## src/rtl/gfx_pkg.sv

```systemverilog
package gfx_pkg;

    ////////////////////
    // Buffer geometry
    ////////////////////

    localparam int fb_width  = 16;
    localparam int fb_height = 8;

    // Screen row r shows buffer row fb_height-1-r
    localparam int flip_vertical = 1;

    // Cycles the command soft reset stays high
    localparam int soft_reset_hold = 16;

    ////////////////////
    // Video timing
    ////////////////////

    localparam int h_active = 16;
    localparam int h_front  = 2;
    localparam int h_sync   = 3;
    localparam int h_back   = 3;
    localparam int h_total  = h_active + h_front + h_sync + h_back;

    localparam int v_active = 8;
    localparam int v_front  = 1;
    localparam int v_sync   = 2;
    localparam int v_back   = 1;
    localparam int v_total  = v_active + v_front + v_sync + v_back;

    ////////////////////
    // Commands
    ////////////////////

    typedef enum logic [3:0] {
        op_nop        = 4'd0,
        op_pixel      = 4'd1,
        op_fill       = 4'd2,
        op_soft_reset = 4'd3
    } opcode_t;

    // Red nibble on top, then green, then blue
    typedef logic [11:0] color_t;

    // Row times 16 plus column
    typedef logic [6:0] fb_addr_t;

    typedef struct packed {
        opcode_t    opcode;
        logic [2:0] y;
        logic [3:0] x;
        logic [8:0] unused;
        color_t     color;
    } pixel_cmd_t;

    typedef struct packed {
        opcode_t    opcode;
        logic [3:0] x0;
        logic [2:0] y0;
        logic [3:0] x1;
        logic [2:0] y1;
        logic [1:0] unused;
        color_t     color;
    } fill_cmd_t;

    // First byte on the wire lands in the top bits
    typedef union packed {
        pixel_cmd_t pixel;
        fill_cmd_t  fill;
    } cmd_word_t;

endpackage

```

## src/rtl/spi_sub.sv

```systemverilog
`timescale 1ns/1ps

module spi_sub (
    input  logic       clk_ext,
    input  logic       reset,
    input  logic       sclk,
    input  logic       ssn,
    input  logic       mosi,
    input  logic       busy,
    input  logic       soft_reset,
    input  logic       byte_ready,
    output logic       miso,
    output logic       byte_valid,
    output logic [7:0] byte_data
);
    // Two sync stages plus the previous level in the third bit
    logic [2:0] sclk_q;
    logic [2:0] ssn_q;
    logic [1:0] mosi_q;
    logic       sclk_rise;
    logic       sclk_fall;
    logic       ssn_fall;
    logic       byte_done;
    logic       accept_new;
    logic [2:0] bit_count;
    logic [6:0] rx_shift;
    logic [7:0] tx_shift;
    logic       overrun;

    always_ff @(posedge clk_ext or posedge reset) begin
        if (reset) begin
            sclk_q <= '0;
            ssn_q  <= '1;
            mosi_q <= '0;
        end else begin
            sclk_q <= {sclk_q[1:0], sclk};
            ssn_q  <= {ssn_q[1:0], ssn};
            mosi_q <= {mosi_q[0], mosi};
        end
    end

    assign sclk_rise  = sclk_q[1] && !sclk_q[2] && !ssn_q[1];
    assign sclk_fall  = !sclk_q[1] && sclk_q[2] && !ssn_q[1];
    assign ssn_fall   = !ssn_q[1] && ssn_q[2];
    assign byte_done  = sclk_rise && (bit_count == 3'd7);
    // Previous byte still held means the new one is lost
    assign accept_new = byte_done && (!byte_valid || byte_ready);
    assign miso       = tx_shift[7];

    always_ff @(posedge clk_ext or posedge reset) begin
        if (reset) begin
            bit_count <= '0;
            tx_shift  <= '0;
        end else if (ssn_q[1]) begin
            bit_count <= '0;
        end else begin
            if (sclk_rise) begin
                bit_count <= bit_count + 3'd1;
            end
            // Status goes out at the start of every byte
            if (ssn_fall || byte_done) begin
                tx_shift <= {6'b0, overrun, busy};
            end else if (sclk_fall && bit_count != 3'd0) begin
                tx_shift <= {tx_shift[6:0], 1'b0};
            end
        end
    end

    always_ff @(posedge clk_ext or posedge reset) begin
        if (reset) begin
            byte_valid <= 1'b0;
            overrun    <= 1'b0;
        end else begin
            if (accept_new) begin
                byte_valid <= 1'b1;
            end else if (byte_valid && byte_ready) begin
                byte_valid <= 1'b0;
            end
            if (soft_reset) begin
                overrun <= 1'b0;
            end else if (byte_done && !accept_new) begin
                overrun <= 1'b1;
            end
        end
    end

    always_ff @(posedge clk_ext) begin
        if (sclk_rise) begin
            rx_shift <= {rx_shift[5:0], mosi_q[1]};
        end
        if (accept_new) begin
            byte_data <= {rx_shift, mosi_q[1]};
        end
    end

endmodule

```

## src/rtl/cmd_decoder.sv

```systemverilog
`timescale 1ns/1ps

module cmd_decoder (
    input  logic            clk_ext,
    input  logic            reset,
    input  logic            byte_valid,
    input  logic [7:0]      byte_data,
    input  logic            draw_ready,
    output logic            byte_ready,
    output logic            draw_valid,
    output logic            draw_fill,
    output logic [3:0]      draw_x0,
    output logic [2:0]      draw_y0,
    output logic [3:0]      draw_x1,
    output logic [2:0]      draw_y1,
    output gfx_pkg::color_t draw_color,
    output logic            soft_reset
);
    import gfx_pkg::*;

    cmd_word_t cmd_word;
    cmd_word_t next_word;
    opcode_t   opcode;
    logic [1:0] byte_count;
    logic       byte_fire;
    logic       cmd_done;
    logic [$clog2(soft_reset_hold)-1:0] hold_count;

    // No new bytes while a draw waits for the writer
    assign byte_ready = !draw_valid;
    assign byte_fire  = byte_valid && byte_ready;
    assign next_word  = {cmd_word[23:0], byte_data};
    assign cmd_done   = byte_fire && (byte_count == 2'd3);
    assign opcode     = next_word.pixel.opcode;

    always_ff @(posedge clk_ext or posedge reset) begin
        if (reset) begin
            byte_count <= '0;
            draw_valid <= 1'b0;
            soft_reset <= 1'b0;
            hold_count <= '0;
        end else begin
            if (byte_fire) begin
                byte_count <= byte_count + 2'd1;
            end
            if (cmd_done && (opcode == op_pixel || opcode == op_fill)) begin
                draw_valid <= 1'b1;
            end else if (draw_valid && draw_ready) begin
                draw_valid <= 1'b0;
            end
            // Soft reset held for a fixed count, then released
            if (cmd_done && opcode == op_soft_reset) begin
                soft_reset <= 1'b1;
                hold_count <= ($clog2(soft_reset_hold))'(soft_reset_hold - 1);
                byte_count <= '0;
            end else if (hold_count != '0) begin
                hold_count <= hold_count - 1'b1;
            end else begin
                soft_reset <= 1'b0;
            end
        end
    end

    always_ff @(posedge clk_ext) begin
        if (byte_fire) begin
            cmd_word <= next_word;
        end
        if (cmd_done) begin
            draw_fill <= (opcode == op_fill);
            if (opcode == op_fill) begin
                // Field widths already keep the corners inside the buffer
                draw_x0    <= next_word.fill.x0;
                draw_y0    <= next_word.fill.y0;
                draw_x1    <= next_word.fill.x1;
                draw_y1    <= next_word.fill.y1;
                draw_color <= next_word.fill.color;
            end else begin
                // Single pixel is a 1x1 rectangle
                draw_x0    <= next_word.pixel.x;
                draw_y0    <= next_word.pixel.y;
                draw_x1    <= next_word.pixel.x;
                draw_y1    <= next_word.pixel.y;
                draw_color <= next_word.pixel.color;
            end
        end
    end

endmodule

```

## src/rtl/frame_writer.sv

```systemverilog
`timescale 1ns/1ps

module frame_writer (
    input  logic              clk_ext,
    input  logic              reset,
    input  logic              draw_valid,
    input  logic              draw_fill,
    input  logic [3:0]        draw_x0,
    input  logic [2:0]        draw_y0,
    input  logic [3:0]        draw_x1,
    input  logic [2:0]        draw_y1,
    input  gfx_pkg::color_t   draw_color,
    output logic              draw_ready,
    output logic              busy,
    output logic              wr_en,
    output gfx_pkg::fb_addr_t wr_addr,
    output gfx_pkg::color_t   wr_data
);
    import gfx_pkg::*;

    logic       active;
    logic       draw_fire;
    logic       empty;
    logic [3:0] end_x;
    logic [2:0] end_y;
    logic [3:0] cur_x;
    logic [2:0] cur_y;
    logic [3:0] col_start;
    logic [3:0] col_end;
    logic [2:0] row_end;
    color_t     color;

    assign draw_ready = !active;
    assign draw_fire  = draw_valid && draw_ready;
    assign end_x      = draw_fill ? draw_x1 : draw_x0;
    assign end_y      = draw_fill ? draw_y1 : draw_y0;
    assign empty      = (end_x < draw_x0) || (end_y < draw_y0);
    assign busy       = active || draw_valid;

    // One write per cycle while walking the rectangle
    assign wr_en   = active;
    assign wr_addr = fb_addr_t'(cur_y * fb_width + cur_x);
    assign wr_data = color;

    always_ff @(posedge clk_ext or posedge reset) begin
        if (reset) begin
            active <= 1'b0;
            cur_x  <= '0;
            cur_y  <= '0;
        end else if (draw_fire) begin
            active <= !empty;
            cur_x  <= draw_x0;
            cur_y  <= draw_y0;
        end else if (active) begin
            if (cur_x == col_end) begin
                cur_x <= col_start;
                if (cur_y == row_end) begin
                    active <= 1'b0;
                end else begin
                    cur_y <= cur_y + 3'd1;
                end
            end else begin
                cur_x <= cur_x + 4'd1;
            end
        end
    end

    always_ff @(posedge clk_ext) begin
        if (draw_fire) begin
            col_start <= draw_x0;
            col_end   <= end_x;
            row_end   <= end_y;
            color     <= draw_color;
        end
    end

endmodule

```

## src/rtl/frame_buffer.sv

```systemverilog
`timescale 1ns/1ps

module frame_buffer (
    input  logic              clk_ext,
    input  logic              wr_en,
    input  gfx_pkg::fb_addr_t wr_addr,
    input  gfx_pkg::color_t   wr_data,
    input  gfx_pkg::fb_addr_t rd_addr,
    output gfx_pkg::color_t   rd_data
);
    import gfx_pkg::*;

    color_t mem [fb_width * fb_height];

    // Power-up contents are black
    initial begin
        for (int i = 0; i < fb_width * fb_height; i++) begin
            mem[i] = '0;
        end
    end

    always_ff @(posedge clk_ext) begin
        if (wr_en) begin
            mem[wr_addr] <= wr_data;
        end
        rd_data <= mem[rd_addr];
    end

endmodule

```

## src/rtl/video_timing.sv

```systemverilog
`timescale 1ns/1ps

module video_timing (
    input  logic                                 clk_ext,
    input  logic                                 reset,
    input  logic                                 soft_reset,
    output logic [$clog2(gfx_pkg::h_total)-1:0] h_pos,
    output logic [$clog2(gfx_pkg::v_total)-1:0] v_pos,
    output logic                                 active,
    output logic                                 hsync,
    output logic                                 vsync
);
    import gfx_pkg::*;

    always_ff @(posedge clk_ext or posedge reset) begin
        if (reset) begin
            h_pos <= '0;
            v_pos <= '0;
        end else if (soft_reset) begin
            h_pos <= '0;
            v_pos <= '0;
        end else if (h_pos == h_total - 1) begin
            h_pos <= '0;
            if (v_pos == v_total - 1) begin
                v_pos <= '0;
            end else begin
                v_pos <= v_pos + 1'b1;
            end
        end else begin
            h_pos <= h_pos + 1'b1;
        end
    end

    assign active = (h_pos < h_active) && (v_pos < v_active);

    // Syncs are active low, inside the porch window
    assign hsync = !((h_pos >= h_active + h_front) &&
                     (h_pos < h_active + h_front + h_sync));
    assign vsync = !((v_pos >= v_active + v_front) &&
                     (v_pos < v_active + v_front + v_sync));

endmodule

```

## src/rtl/scanout.sv

```systemverilog
`timescale 1ns/1ps

module scanout (
    input  logic                                 clk_ext,
    input  logic                                 reset,
    input  logic [$clog2(gfx_pkg::h_total)-1:0] h_pos,
    input  logic [$clog2(gfx_pkg::v_total)-1:0] v_pos,
    input  logic                                 active,
    input  logic                                 hsync,
    input  logic                                 vsync,
    input  gfx_pkg::color_t                      rd_data,
    output gfx_pkg::fb_addr_t                    rd_addr,
    output logic                                 vga_hsync,
    output logic                                 vga_vsync,
    output logic [3:0]                           vga_red,
    output logic [3:0]                           vga_green,
    output logic [3:0]                           vga_blue,
    output logic [4:0]                           screen_red,
    output logic [5:0]                           screen_green,
    output logic [4:0]                           screen_blue,
    output logic                                 screen_data_enable
);
    import gfx_pkg::*;

    logic [$clog2(fb_width)-1:0]  col;
    logic [$clog2(fb_height)-1:0] row;
    logic [1:0] active_d;
    logic [1:0] hsync_d;
    logic [1:0] vsync_d;
    logic [3:0] red;
    logic [3:0] green;
    logic [3:0] blue;

    assign col = h_pos[$clog2(fb_width)-1:0];
    // Panel is mounted upside down
    assign row = (flip_vertical != 0) ? ($clog2(fb_height))'(fb_height - 1 - int'(v_pos))
                                      : v_pos[$clog2(fb_height)-1:0];

    always_ff @(posedge clk_ext) begin
        rd_addr <= fb_addr_t'(row * fb_width + col);
    end

    // Address register plus RAM read
    always_ff @(posedge clk_ext or posedge reset) begin
        if (reset) begin
            active_d <= '0;
            hsync_d  <= '1;
            vsync_d  <= '1;
        end else begin
            active_d <= {active_d[0], active};
            hsync_d  <= {hsync_d[0], hsync};
            vsync_d  <= {vsync_d[0], vsync};
        end
    end

    // Black outside the visible area
    assign red   = active_d[1] ? rd_data[11:8] : 4'h0;
    assign green = active_d[1] ? rd_data[7:4] : 4'h0;
    assign blue  = active_d[1] ? rd_data[3:0] : 4'h0;

    assign vga_hsync = hsync_d[1];
    assign vga_vsync = vsync_d[1];
    assign vga_red   = red;
    assign vga_green = green;
    assign vga_blue  = blue;

    // RGB565 with top bits repeated into the low positions
    assign screen_red         = {red, red[3]};
    assign screen_green       = {green, green[3:2]};
    assign screen_blue        = {blue, blue[3]};
    assign screen_data_enable = active_d[1];

endmodule

```

## src/rtl/gfx_top.sv

```systemverilog
`timescale 1ns/1ps

module gfx_top (
    input  logic       clk_ext,
    input  logic       reset,
    // SPI
    input  logic       spi_sclk,
    input  logic       spi_ssn,
    input  logic       spi_mosi,
    output logic       spi_miso,
    // VGA
    output logic       vga_hsync,
    output logic       vga_vsync,
    output logic [3:0] vga_red,
    output logic [3:0] vga_green,
    output logic [3:0] vga_blue,
    // Screen
    output logic [4:0] screen_red,
    output logic [5:0] screen_green,
    output logic [4:0] screen_blue,
    output logic       screen_data_enable
);
    import gfx_pkg::*;

    logic       byte_valid;
    logic       byte_ready;
    logic [7:0] byte_data;
    logic       busy;
    logic       soft_reset;

    logic       draw_valid;
    logic       draw_ready;
    logic       draw_fill;
    logic [3:0] draw_x0;
    logic [2:0] draw_y0;
    logic [3:0] draw_x1;
    logic [2:0] draw_y1;
    color_t     draw_color;

    logic       wr_en;
    fb_addr_t   wr_addr;
    color_t     wr_data;
    fb_addr_t   rd_addr;
    color_t     rd_data;

    logic [$clog2(h_total)-1:0] h_pos;
    logic [$clog2(v_total)-1:0] v_pos;
    logic       active;
    logic       hsync;
    logic       vsync;

    ////////////////////
    // Command path
    ////////////////////

    spi_sub spi_sub_inst (
        .clk_ext(clk_ext),
        .reset(reset),
        .sclk(spi_sclk),
        .ssn(spi_ssn),
        .mosi(spi_mosi),
        .busy(busy),
        .soft_reset(soft_reset),
        .byte_ready(byte_ready),
        .miso(spi_miso),
        .byte_valid(byte_valid),
        .byte_data(byte_data)
    );

    cmd_decoder cmd_decoder_inst (
        .clk_ext(clk_ext),
        .reset(reset),
        .byte_valid(byte_valid),
        .byte_data(byte_data),
        .draw_ready(draw_ready),
        .byte_ready(byte_ready),
        .draw_valid(draw_valid),
        .draw_fill(draw_fill),
        .draw_x0(draw_x0),
        .draw_y0(draw_y0),
        .draw_x1(draw_x1),
        .draw_y1(draw_y1),
        .draw_color(draw_color),
        .soft_reset(soft_reset)
    );

    frame_writer frame_writer_inst (
        .clk_ext(clk_ext),
        .reset(reset),
        .draw_valid(draw_valid),
        .draw_fill(draw_fill),
        .draw_x0(draw_x0),
        .draw_y0(draw_y0),
        .draw_x1(draw_x1),
        .draw_y1(draw_y1),
        .draw_color(draw_color),
        .draw_ready(draw_ready),
        .busy(busy),
        .wr_en(wr_en),
        .wr_addr(wr_addr),
        .wr_data(wr_data)
    );

    frame_buffer frame_buffer_inst (
        .clk_ext(clk_ext),
        .wr_en(wr_en),
        .wr_addr(wr_addr),
        .wr_data(wr_data),
        .rd_addr(rd_addr),
        .rd_data(rd_data)
    );

    ////////////////////
    // Display path
    ////////////////////

    video_timing video_timing_inst (
        .clk_ext(clk_ext),
        .reset(reset),
        .soft_reset(soft_reset),
        .h_pos(h_pos),
        .v_pos(v_pos),
        .active(active),
        .hsync(hsync),
        .vsync(vsync)
    );

    scanout scanout_inst (
        .clk_ext(clk_ext),
        .reset(reset),
        .h_pos(h_pos),
        .v_pos(v_pos),
        .active(active),
        .hsync(hsync),
        .vsync(vsync),
        .rd_data(rd_data),
        .rd_addr(rd_addr),
        .vga_hsync(vga_hsync),
        .vga_vsync(vga_vsync),
        .vga_red(vga_red),
        .vga_green(vga_green),
        .vga_blue(vga_blue),
        .screen_red(screen_red),
        .screen_green(screen_green),
        .screen_blue(screen_blue),
        .screen_data_enable(screen_data_enable)
    );

endmodule

```

## config.mk

```make
export PLATFORM = sky130hd
export DESIGN_NAME = gfx_top
export DESIGN_NICKNAME = d
export VERILOG_FILES = /design/src/rtl/gfx_pkg.sv /design/src/rtl/spi_sub.sv /design/src/rtl/cmd_decoder.sv /design/src/rtl/frame_writer.sv /design/src/rtl/frame_buffer.sv /design/src/rtl/video_timing.sv /design/src/rtl/scanout.sv /design/src/rtl/gfx_top.sv
export SDC_FILE = /design/constraint.sdc
export NUM_CORES = 2
export LEC_CHECK = 0
export BUFFER_PORTS_ARGS = -buffer_cell sky130_fd_sc_hd__buf_2
export CAP_MARGIN = 20
export CORE_MARGIN = 3
export CORE_UTILIZATION = 40
export CTS_BUF_LIST = sky130_fd_sc_hd__clkbuf_8
export DETAILED_ROUTE_END_ITERATION = 16
export SYNTH_ARGS = -nofsm -noshare
export SYNTH_HDL_FRONTEND = slang
export SYNTH_SLANG_ARGS = --single-unit
```

## constraint.sdc

```tcl
create_clock -name clk_ext -period 5.12 [get_ports clk_ext]
set_input_delay 0.256 -clock clk_ext [delete_from_list [all_inputs] [get_ports clk_ext]]
set_output_delay 0.256 -clock clk_ext [all_outputs]
set_load 0.01 [all_outputs]
```

Yosys cells after proc, flatten, opt, wreduce, memory -nomap -nowiden
Memory sizes are Yosys's and may differ from the RTL's. A register that Yosys moved wholly into a read port is not among the register bits.
Index checks and enable logic that the tools add are counted.
{"block": "word_totals", "inputBits": 5, "ram_bits": 1536, "output_inout_bits": 32, "n_memories": 1, "register_bits": 148}
{"name": "frame_buffer_inst.mem", "depth": 128, "word_bits": 12, "rd": 1, "rd_ports_with_merged_regs": 1, "wr": 1, "line": "frame_buffer.sv:13", "text": "color_t mem [fb_width * fb_height];"}
{"block": "classes", "n_lt_le_gt_ge": 8, "add_sub_neg": 10, "reduce_logical": 46, "n_eq_ne": 11, "bitwise": 1, "muxes": 43}
{"operator": "4-bit two-way mux", "count": 14}
{"operator": "3-bit two-way mux", "count": 9}
{"operator": "2-bit nonzero test", "count": 10}
{"operator": "1-bit logical AND", "count": 17}
{"operator": "8-bit two-way mux", "count": 2}
{"operator": "7-bit by 4-bit adder with 7-bit output", "count": 2}
{"operator": "1-bit two-way mux", "count": 14}
{"operator": "1-bit logical NOT", "count": 10}
{"operator": "5-bit < comparator (second input constant)", "count": 2}
{"operator": "5-bit two-way mux", "count": 2}
{"operator": "4-bit by 1-bit adder with 4-bit output (second input constant)", "count": 2}
{"operator": "4-bit by 2-bit == test with 1-bit output (second input constant)", "count": 2}
{"operator": "4-bit < comparator (second input constant)", "count": 2}
{"operator": "3-bit by 1-bit adder with 3-bit output (second input constant)", "count": 2}
{"operator": "5-bit by 1-bit adder with 5-bit output (second input constant)", "count": 1}
{"operator": "5-bit == test (second input constant)", "count": 1}
{"operator": "5-bit >= comparator (second input constant)", "count": 1}
{"operator": "1-bit logical OR", "count": 5}
{"operator": "4-bit by 1-bit == test with 1-bit output (second input constant)", "count": 1}
{"operator": "4-bit == test", "count": 1}
{"operator": "4-bit == test (second input constant)", "count": 1}
{"operator": "4-bit >= comparator (second input constant)", "count": 1}
{"operator": "4-bit < comparator", "count": 1}
{"operator": "2-bit two-way mux", "count": 2}
{"operator": "13 further kinds", "count": 14}

Depth between registers and ports, before layout
{"block": "logic_depth", "ltp_word": 9, "mapped_depth": 8, "depth_no_buf": 7}

Cells and area by module
Synthesis repeated with hierarchy kept, for this count alone.
{"block": "hier_totals", "cells_unflattened": 2803, "area_unflattened_um2": 65106.2}
{"mod": "frame_buffer", "n_inst": 1, "seq_area_each_um2": 46364.5, "area_each_um2": 59128.0, "cells_each": 2362}
{"mod": "cmd_decoder", "n_inst": 1, "seq_area_each_um2": 1731.7, "area_each_um2": 2110.8, "cells_each": 129}
{"mod": "frame_writer", "n_inst": 1, "seq_area_each_um2": 890.9, "area_each_um2": 1480.2, "cells_each": 117}
{"mod": "spi_sub", "n_inst": 1, "seq_area_each_um2": 979.7, "area_each_um2": 1343.8, "cells_each": 95}
{"mod": "scanout", "n_inst": 1, "seq_area_each_um2": 295.3, "area_each_um2": 526.8, "cells_each": 46}
{"mod": "video_timing", "n_inst": 1, "seq_area_each_um2": 225.2, "area_each_um2": 516.7, "cells_each": 54}

Worst setup path before layout
Ideal clock, no wire load.
{"block": "synth_timing", "kind": "register -> register", "startpoint": "register cmd_decoder_inst.draw_valid", "endpoint": "register cmd_decoder_inst.byte_count[0]", "path_stages_with_launch": 6, "setup_slack_ns": 1.887, "path_buffers": 0, "setup_time_ns": 0.202, "t_arrival_ns": 3.031, "t_required_ns": 4.918, "path_cell_list": "dfrtp_1 nor2b_1 and2_1 nand4_1 nand2_1 mux2i_1"}
{"block": "synth_between", "elab_chain_len": 5}
{"element": "start, declared", "line": "cmd_decoder.sv:10", "text": "output logic draw_valid,"}
{"element": "start signal, assigned", "line": "cmd_decoder.sv:39", "text": "draw_valid <= 1'b0;"}
{"element": "start signal, assigned", "line": "cmd_decoder.sv:47", "text": "draw_valid <= 1'b1;"}
{"element": "start signal, assigned", "line": "cmd_decoder.sv:49", "text": "draw_valid <= 1'b0;"}
{"element": "1-bit logical NOT (*)", "line": "cmd_decoder.sv:30", "text": "assign byte_ready = !draw_valid;"}
{"element": "1-bit logical AND (*)", "line": "cmd_decoder.sv:31", "text": "assign byte_fire = byte_valid && byte_ready;"}
{"element": "named net cmd_decoder_inst.byte_fire", "line": "cmd_decoder.sv:25", "text": "logic byte_fire;"}
{"element": "1-bit logical AND (*)", "line": "cmd_decoder.sv:33", "text": "assign cmd_done = byte_fire && (byte_count == 2'd3);"}
{"element": "named net cmd_decoder_inst.cmd_done", "line": "cmd_decoder.sv:26", "text": "logic cmd_done;"}
{"element": "1-bit logical AND (*)", "line": "cmd_decoder.sv:52", "text": "if (cmd_done && opcode == op_soft_reset) begin"}
{"element": "2-bit two-way mux or 2-bit nonzero test (tied branches)"}
{"element": "end signal, assigned", "line": "cmd_decoder.sv:44", "text": "byte_count <= byte_count + 2'd1;"}
{"element": "end, declared", "line": "cmd_decoder.sv:24", "text": "logic [1:0] byte_count;"}
The timed path passes the listed nets; every way through them passes the cells marked *.
A chain may end at the register's enable or synchronous reset.

==> flow_summary.json <==
{
  "pwr-share-seq_pct": 58.2,
  "cp_num_buf_inv": 1,
  "powerDensity_nw_per_um2": 349,
  "place_hpwl_um": 93500,
  "syn_nets": 2819,
  "port_buffers": 36,
  "die-area_um2": 167000,
  "netlist_area_um2": 64900,
  "slew_headroom_pct": 21.1,
  "rsz0062_at_grt": "false",
  "cp.arrival_ns": 4.40,
  "insertion_delay_ns": 0.98,
  "core_area_um2": 161000,
  "cts_setup_buffers": 0,
  "wl_met3_um": 10800,
  "async_flop_share_pct": 3.07,
  "power.internal_mw": 20.6,
  "placed_area_um2": 68700,
  "drt_first_pass_iters": 6,
  "cpMostUsedCell": "mux4_2",
  "finClkSkew_ns": 0.0729,
  "dr_wl_met2_um": 76400,
  "synth-edff-count": 1625,
  "wl_per_cell_um": 28.1,
  "die_h_um": 409,
  "drv_slew": 0,
  "final-hold-violation-count": 0,
  "vias": 30406,
  "crit_slowest_cell": "dfxtp_4",
  "met1Wirelength_um": 62200,
  "final_area_um2": 73800,
  "track_usage_pct": 18.5,
  "p_sw_mw": 5.19,
  "leakagePower_nw": 23.1,
  "layout.nets": 3177,
  "grt-ovfl-total": 0,
  "synth_seq_area_share_pct": 77.8,
  "vias_per_cell": 5.52,
  "yosys.area.top_type": "edfxtp_1",
  "synth_most_common_cell": "edfxtp_1",
  "yosysWarningCount": 0,
  "cts_resized": 0,
  "fp.dieW_um": 409,
  "crit_fanout": 46,
  "hold_path.class": "input pin to asynchronous set/reset pin",
  "fin_tns_setup_ns": 0,
  "cts.sinks": 1696,
  "critPathTopFamily": "multiplexers",
  "peakVddDrop_mv": 0.234,
  "io_pins": 37,
  "worst_setup_path_start_kind": "flip-flop",
  "grt_antenna_before_repair": 7,
  "swShare_pct": 20.1,
  "synth_seq_cells": 1696,
  "cts_tree": "yes",
  "cp.required_ns": 5.95,
  "ctsHoldBuffers": 8,
  "rows": 147,
  "fmax_mhz": 279,
  "drt_wl_total_um": 155000,
  "critical_path_class": "flip-flop to flip-flop",
  "cp_slowest_stage_delay_ns": 0.97,
  "avgSynthCellArea_um2": 23.2,
  "yosysUniqueCellTypes": 40,
  "clockBufferDepth": 4,
  "p_total_mw": 25.8,
  "tightest_slew_ns": 1.18,
  "setup_ws_ns": 1.54,
  "regToRegStartpoint": "scanout_inst.rd_addr[2]",
  "fin_crit_ns": 3.58,
  "pre_cts_ws_ns": 1.57,
  "clockRootBuffer": "clkbuf_8",
  "path_clk_slew_ns": 0.06,
  "combPwrFrac_pct": 0.1,
  "grt_pass1_wl_um": 224000,
  "netlist_instances": 2797,
  "ff2ff_path_depth": 5,
  "htree_levels": 5,
  "ant_nets": 0,
  "synth_area_leaders": "edfxtp_1, mux4_2, dfrtp_1",
  "initial_core_util_pct": 40.3,
  "synth-main-ff-cell": "edfxtp_1",
  "fin_util_pct": 45.9,
  "status": "finished, final reports clean",
  "finalCritPeriodShare_pct": 69.9,
  "dr.first_iter.drc_count": 2972,
  "grt_max_degree": 96,
  "drv_cap": 0,
  "clkPwrFrac_pct": 41.7,
  "drive_above_1_share_pct": 33.9,
  "finalWeightedCongestion": 0.802,
  "startpoint": "scanout_inst.rd_addr[2]",
  "grt_pass1_vias": 31379,
  "synthToLayoutAreaGrowth_pct": 13.8,
  "cts_made_buffers": 287,
  "end_kind": "flip-flop",
  "cp_cell_sequence": "buf_4 -> mux4_2 -> mux4_2 -> mux4_2 -> mux2_2",
  "cp_num_cells": 5,
  "setup_violations": 0,
  "drc": 0,
  "synth_common_cells": "edfxtp_1, mux4_2, nor2_1",
  "top_layer": "met4",
  "yosysTopAreaCellShare_pct": 75.2
}
## per-layer routing
metal  up-vias  global-route usage, %
met1     16406                   24.9
met2      1214                   30.1
li1      12482                      -
met4         0                   6.82
met3       304                   3.74
met5         -                      0
## kinds of logic (layout without fill, tap and decap cells)
logic type / after synthesis / after routing / synth area share, %
buffers and inverters: 185 / 729 / 1.31
and+or+nand+nor: 308 / 308 / 2.06
adders and majority gates: 17 / 17 / 0.328
AOI/OAI and AO/OA: 49 / 49 / 0.424
other: 0 / 4 / 0
DFF: 1696 / 1696 / 77.8
xor gates and xnor gates: 16 / 16 / 0.216
muxes: 526 / 526 / 17.9
## area by class of cell
cell class | instances | area, um2
diodes | 4 | 10.0
clock buffers | 303 | 4170
clock inverters | 172 | 813
fillers | 13159 | 87100
inverters | 26 | 97.6
multi-input cells | 916 | 13700
flip-flops and latches | 1696 | 50500
well taps | 2160 | 2700
repair buffers | 228 | 1870
## flip-flops by register name, indices dropped and copies added, names as in the netlist, 8 cells and up
register                     flops
frame_buffer_inst.mem         1536
cmd_decoder_inst.cmd_word       24
cmd_decoder_inst.draw_color     12
frame_buffer_inst.rd_data       12
frame_writer_inst.wr_data       12
spi_sub_inst.byte_data           8
spi_sub_inst.tx_shift            8
## power by group through the flow
stage / combinational, mW / sequential, mW / clock, mW
2_1_floorplan: 0.0228 / 15.3 / 0
3_3_place_gp: 0.0298 / 15.3 / 0
3_5_place_dp: 0.0343 / 15.3 / 0
4_1_cts: 0.0389 / 15.0 / 11.0
5_1_grt: 0.0438 / 15.0 / 11.7
6_report: 0.0377 / 15.0 / 10.7
## worst min-delay path, stage by stage
cell           delay [ns]
dlygate4sd3_1        0.52
buf_2                0.11
dlygate4sd3_1        0.56
inv_2                0.26
## through the flow
stage	std cells	hold WS, ns
finish	5505	0.346
global route	5502	0.330
CTS	5499	0.239
detailed placement	5016	0.228
global placement	4996	0.333
floorplan	2797	0.260
## layout by cell type (no fill, tap or decap), types with 4 or more instances in the layout
cell type	instances
edfxtp_1	1625
mux4_2	504
clkbuf_8	303
buf_4	160
nor2_1	124
inv_1	105
nand2_1	77
clkinv_1	46
dfrtp_1	45
buf_2	36
clkinv_2	30
nor2_2	23
nand3_1	22
o21ai_0	22
a21oi_1	17
ha_1	17
mux2_2	15
and2_1	14
dfxtp_1	14
buf_12	13
nor2b_1	12
clkinvlp_4	11
xor2_1	8
xnor2_1	8
dlygate4sd3_1	8
buf_6	8
mux2i_1	7
nor3_1	7
dfstp_2	7
nand4_1	5
diode_2	4
nand2b_1	4
nand3b_1	4
a211oi_1	4
dfxtp_4	4
## final timing paths
check                                                 to  slack (ns)
min reg2reg                       spi_sub_inst.mosi_q[1]        0.35
max                        frame_buffer_inst.rd_data[10]        1.54
max reg2reg                frame_buffer_inst.rd_data[10]        1.54
min                             scanout_inst.active_d[1]        0.35
min in group clk_ext              spi_sub_inst.mosi_q[1]        0.35
max in group asynchronous          spi_sub_inst.ssn_q[2]        4.16
(Power assumes the default switching activity.)
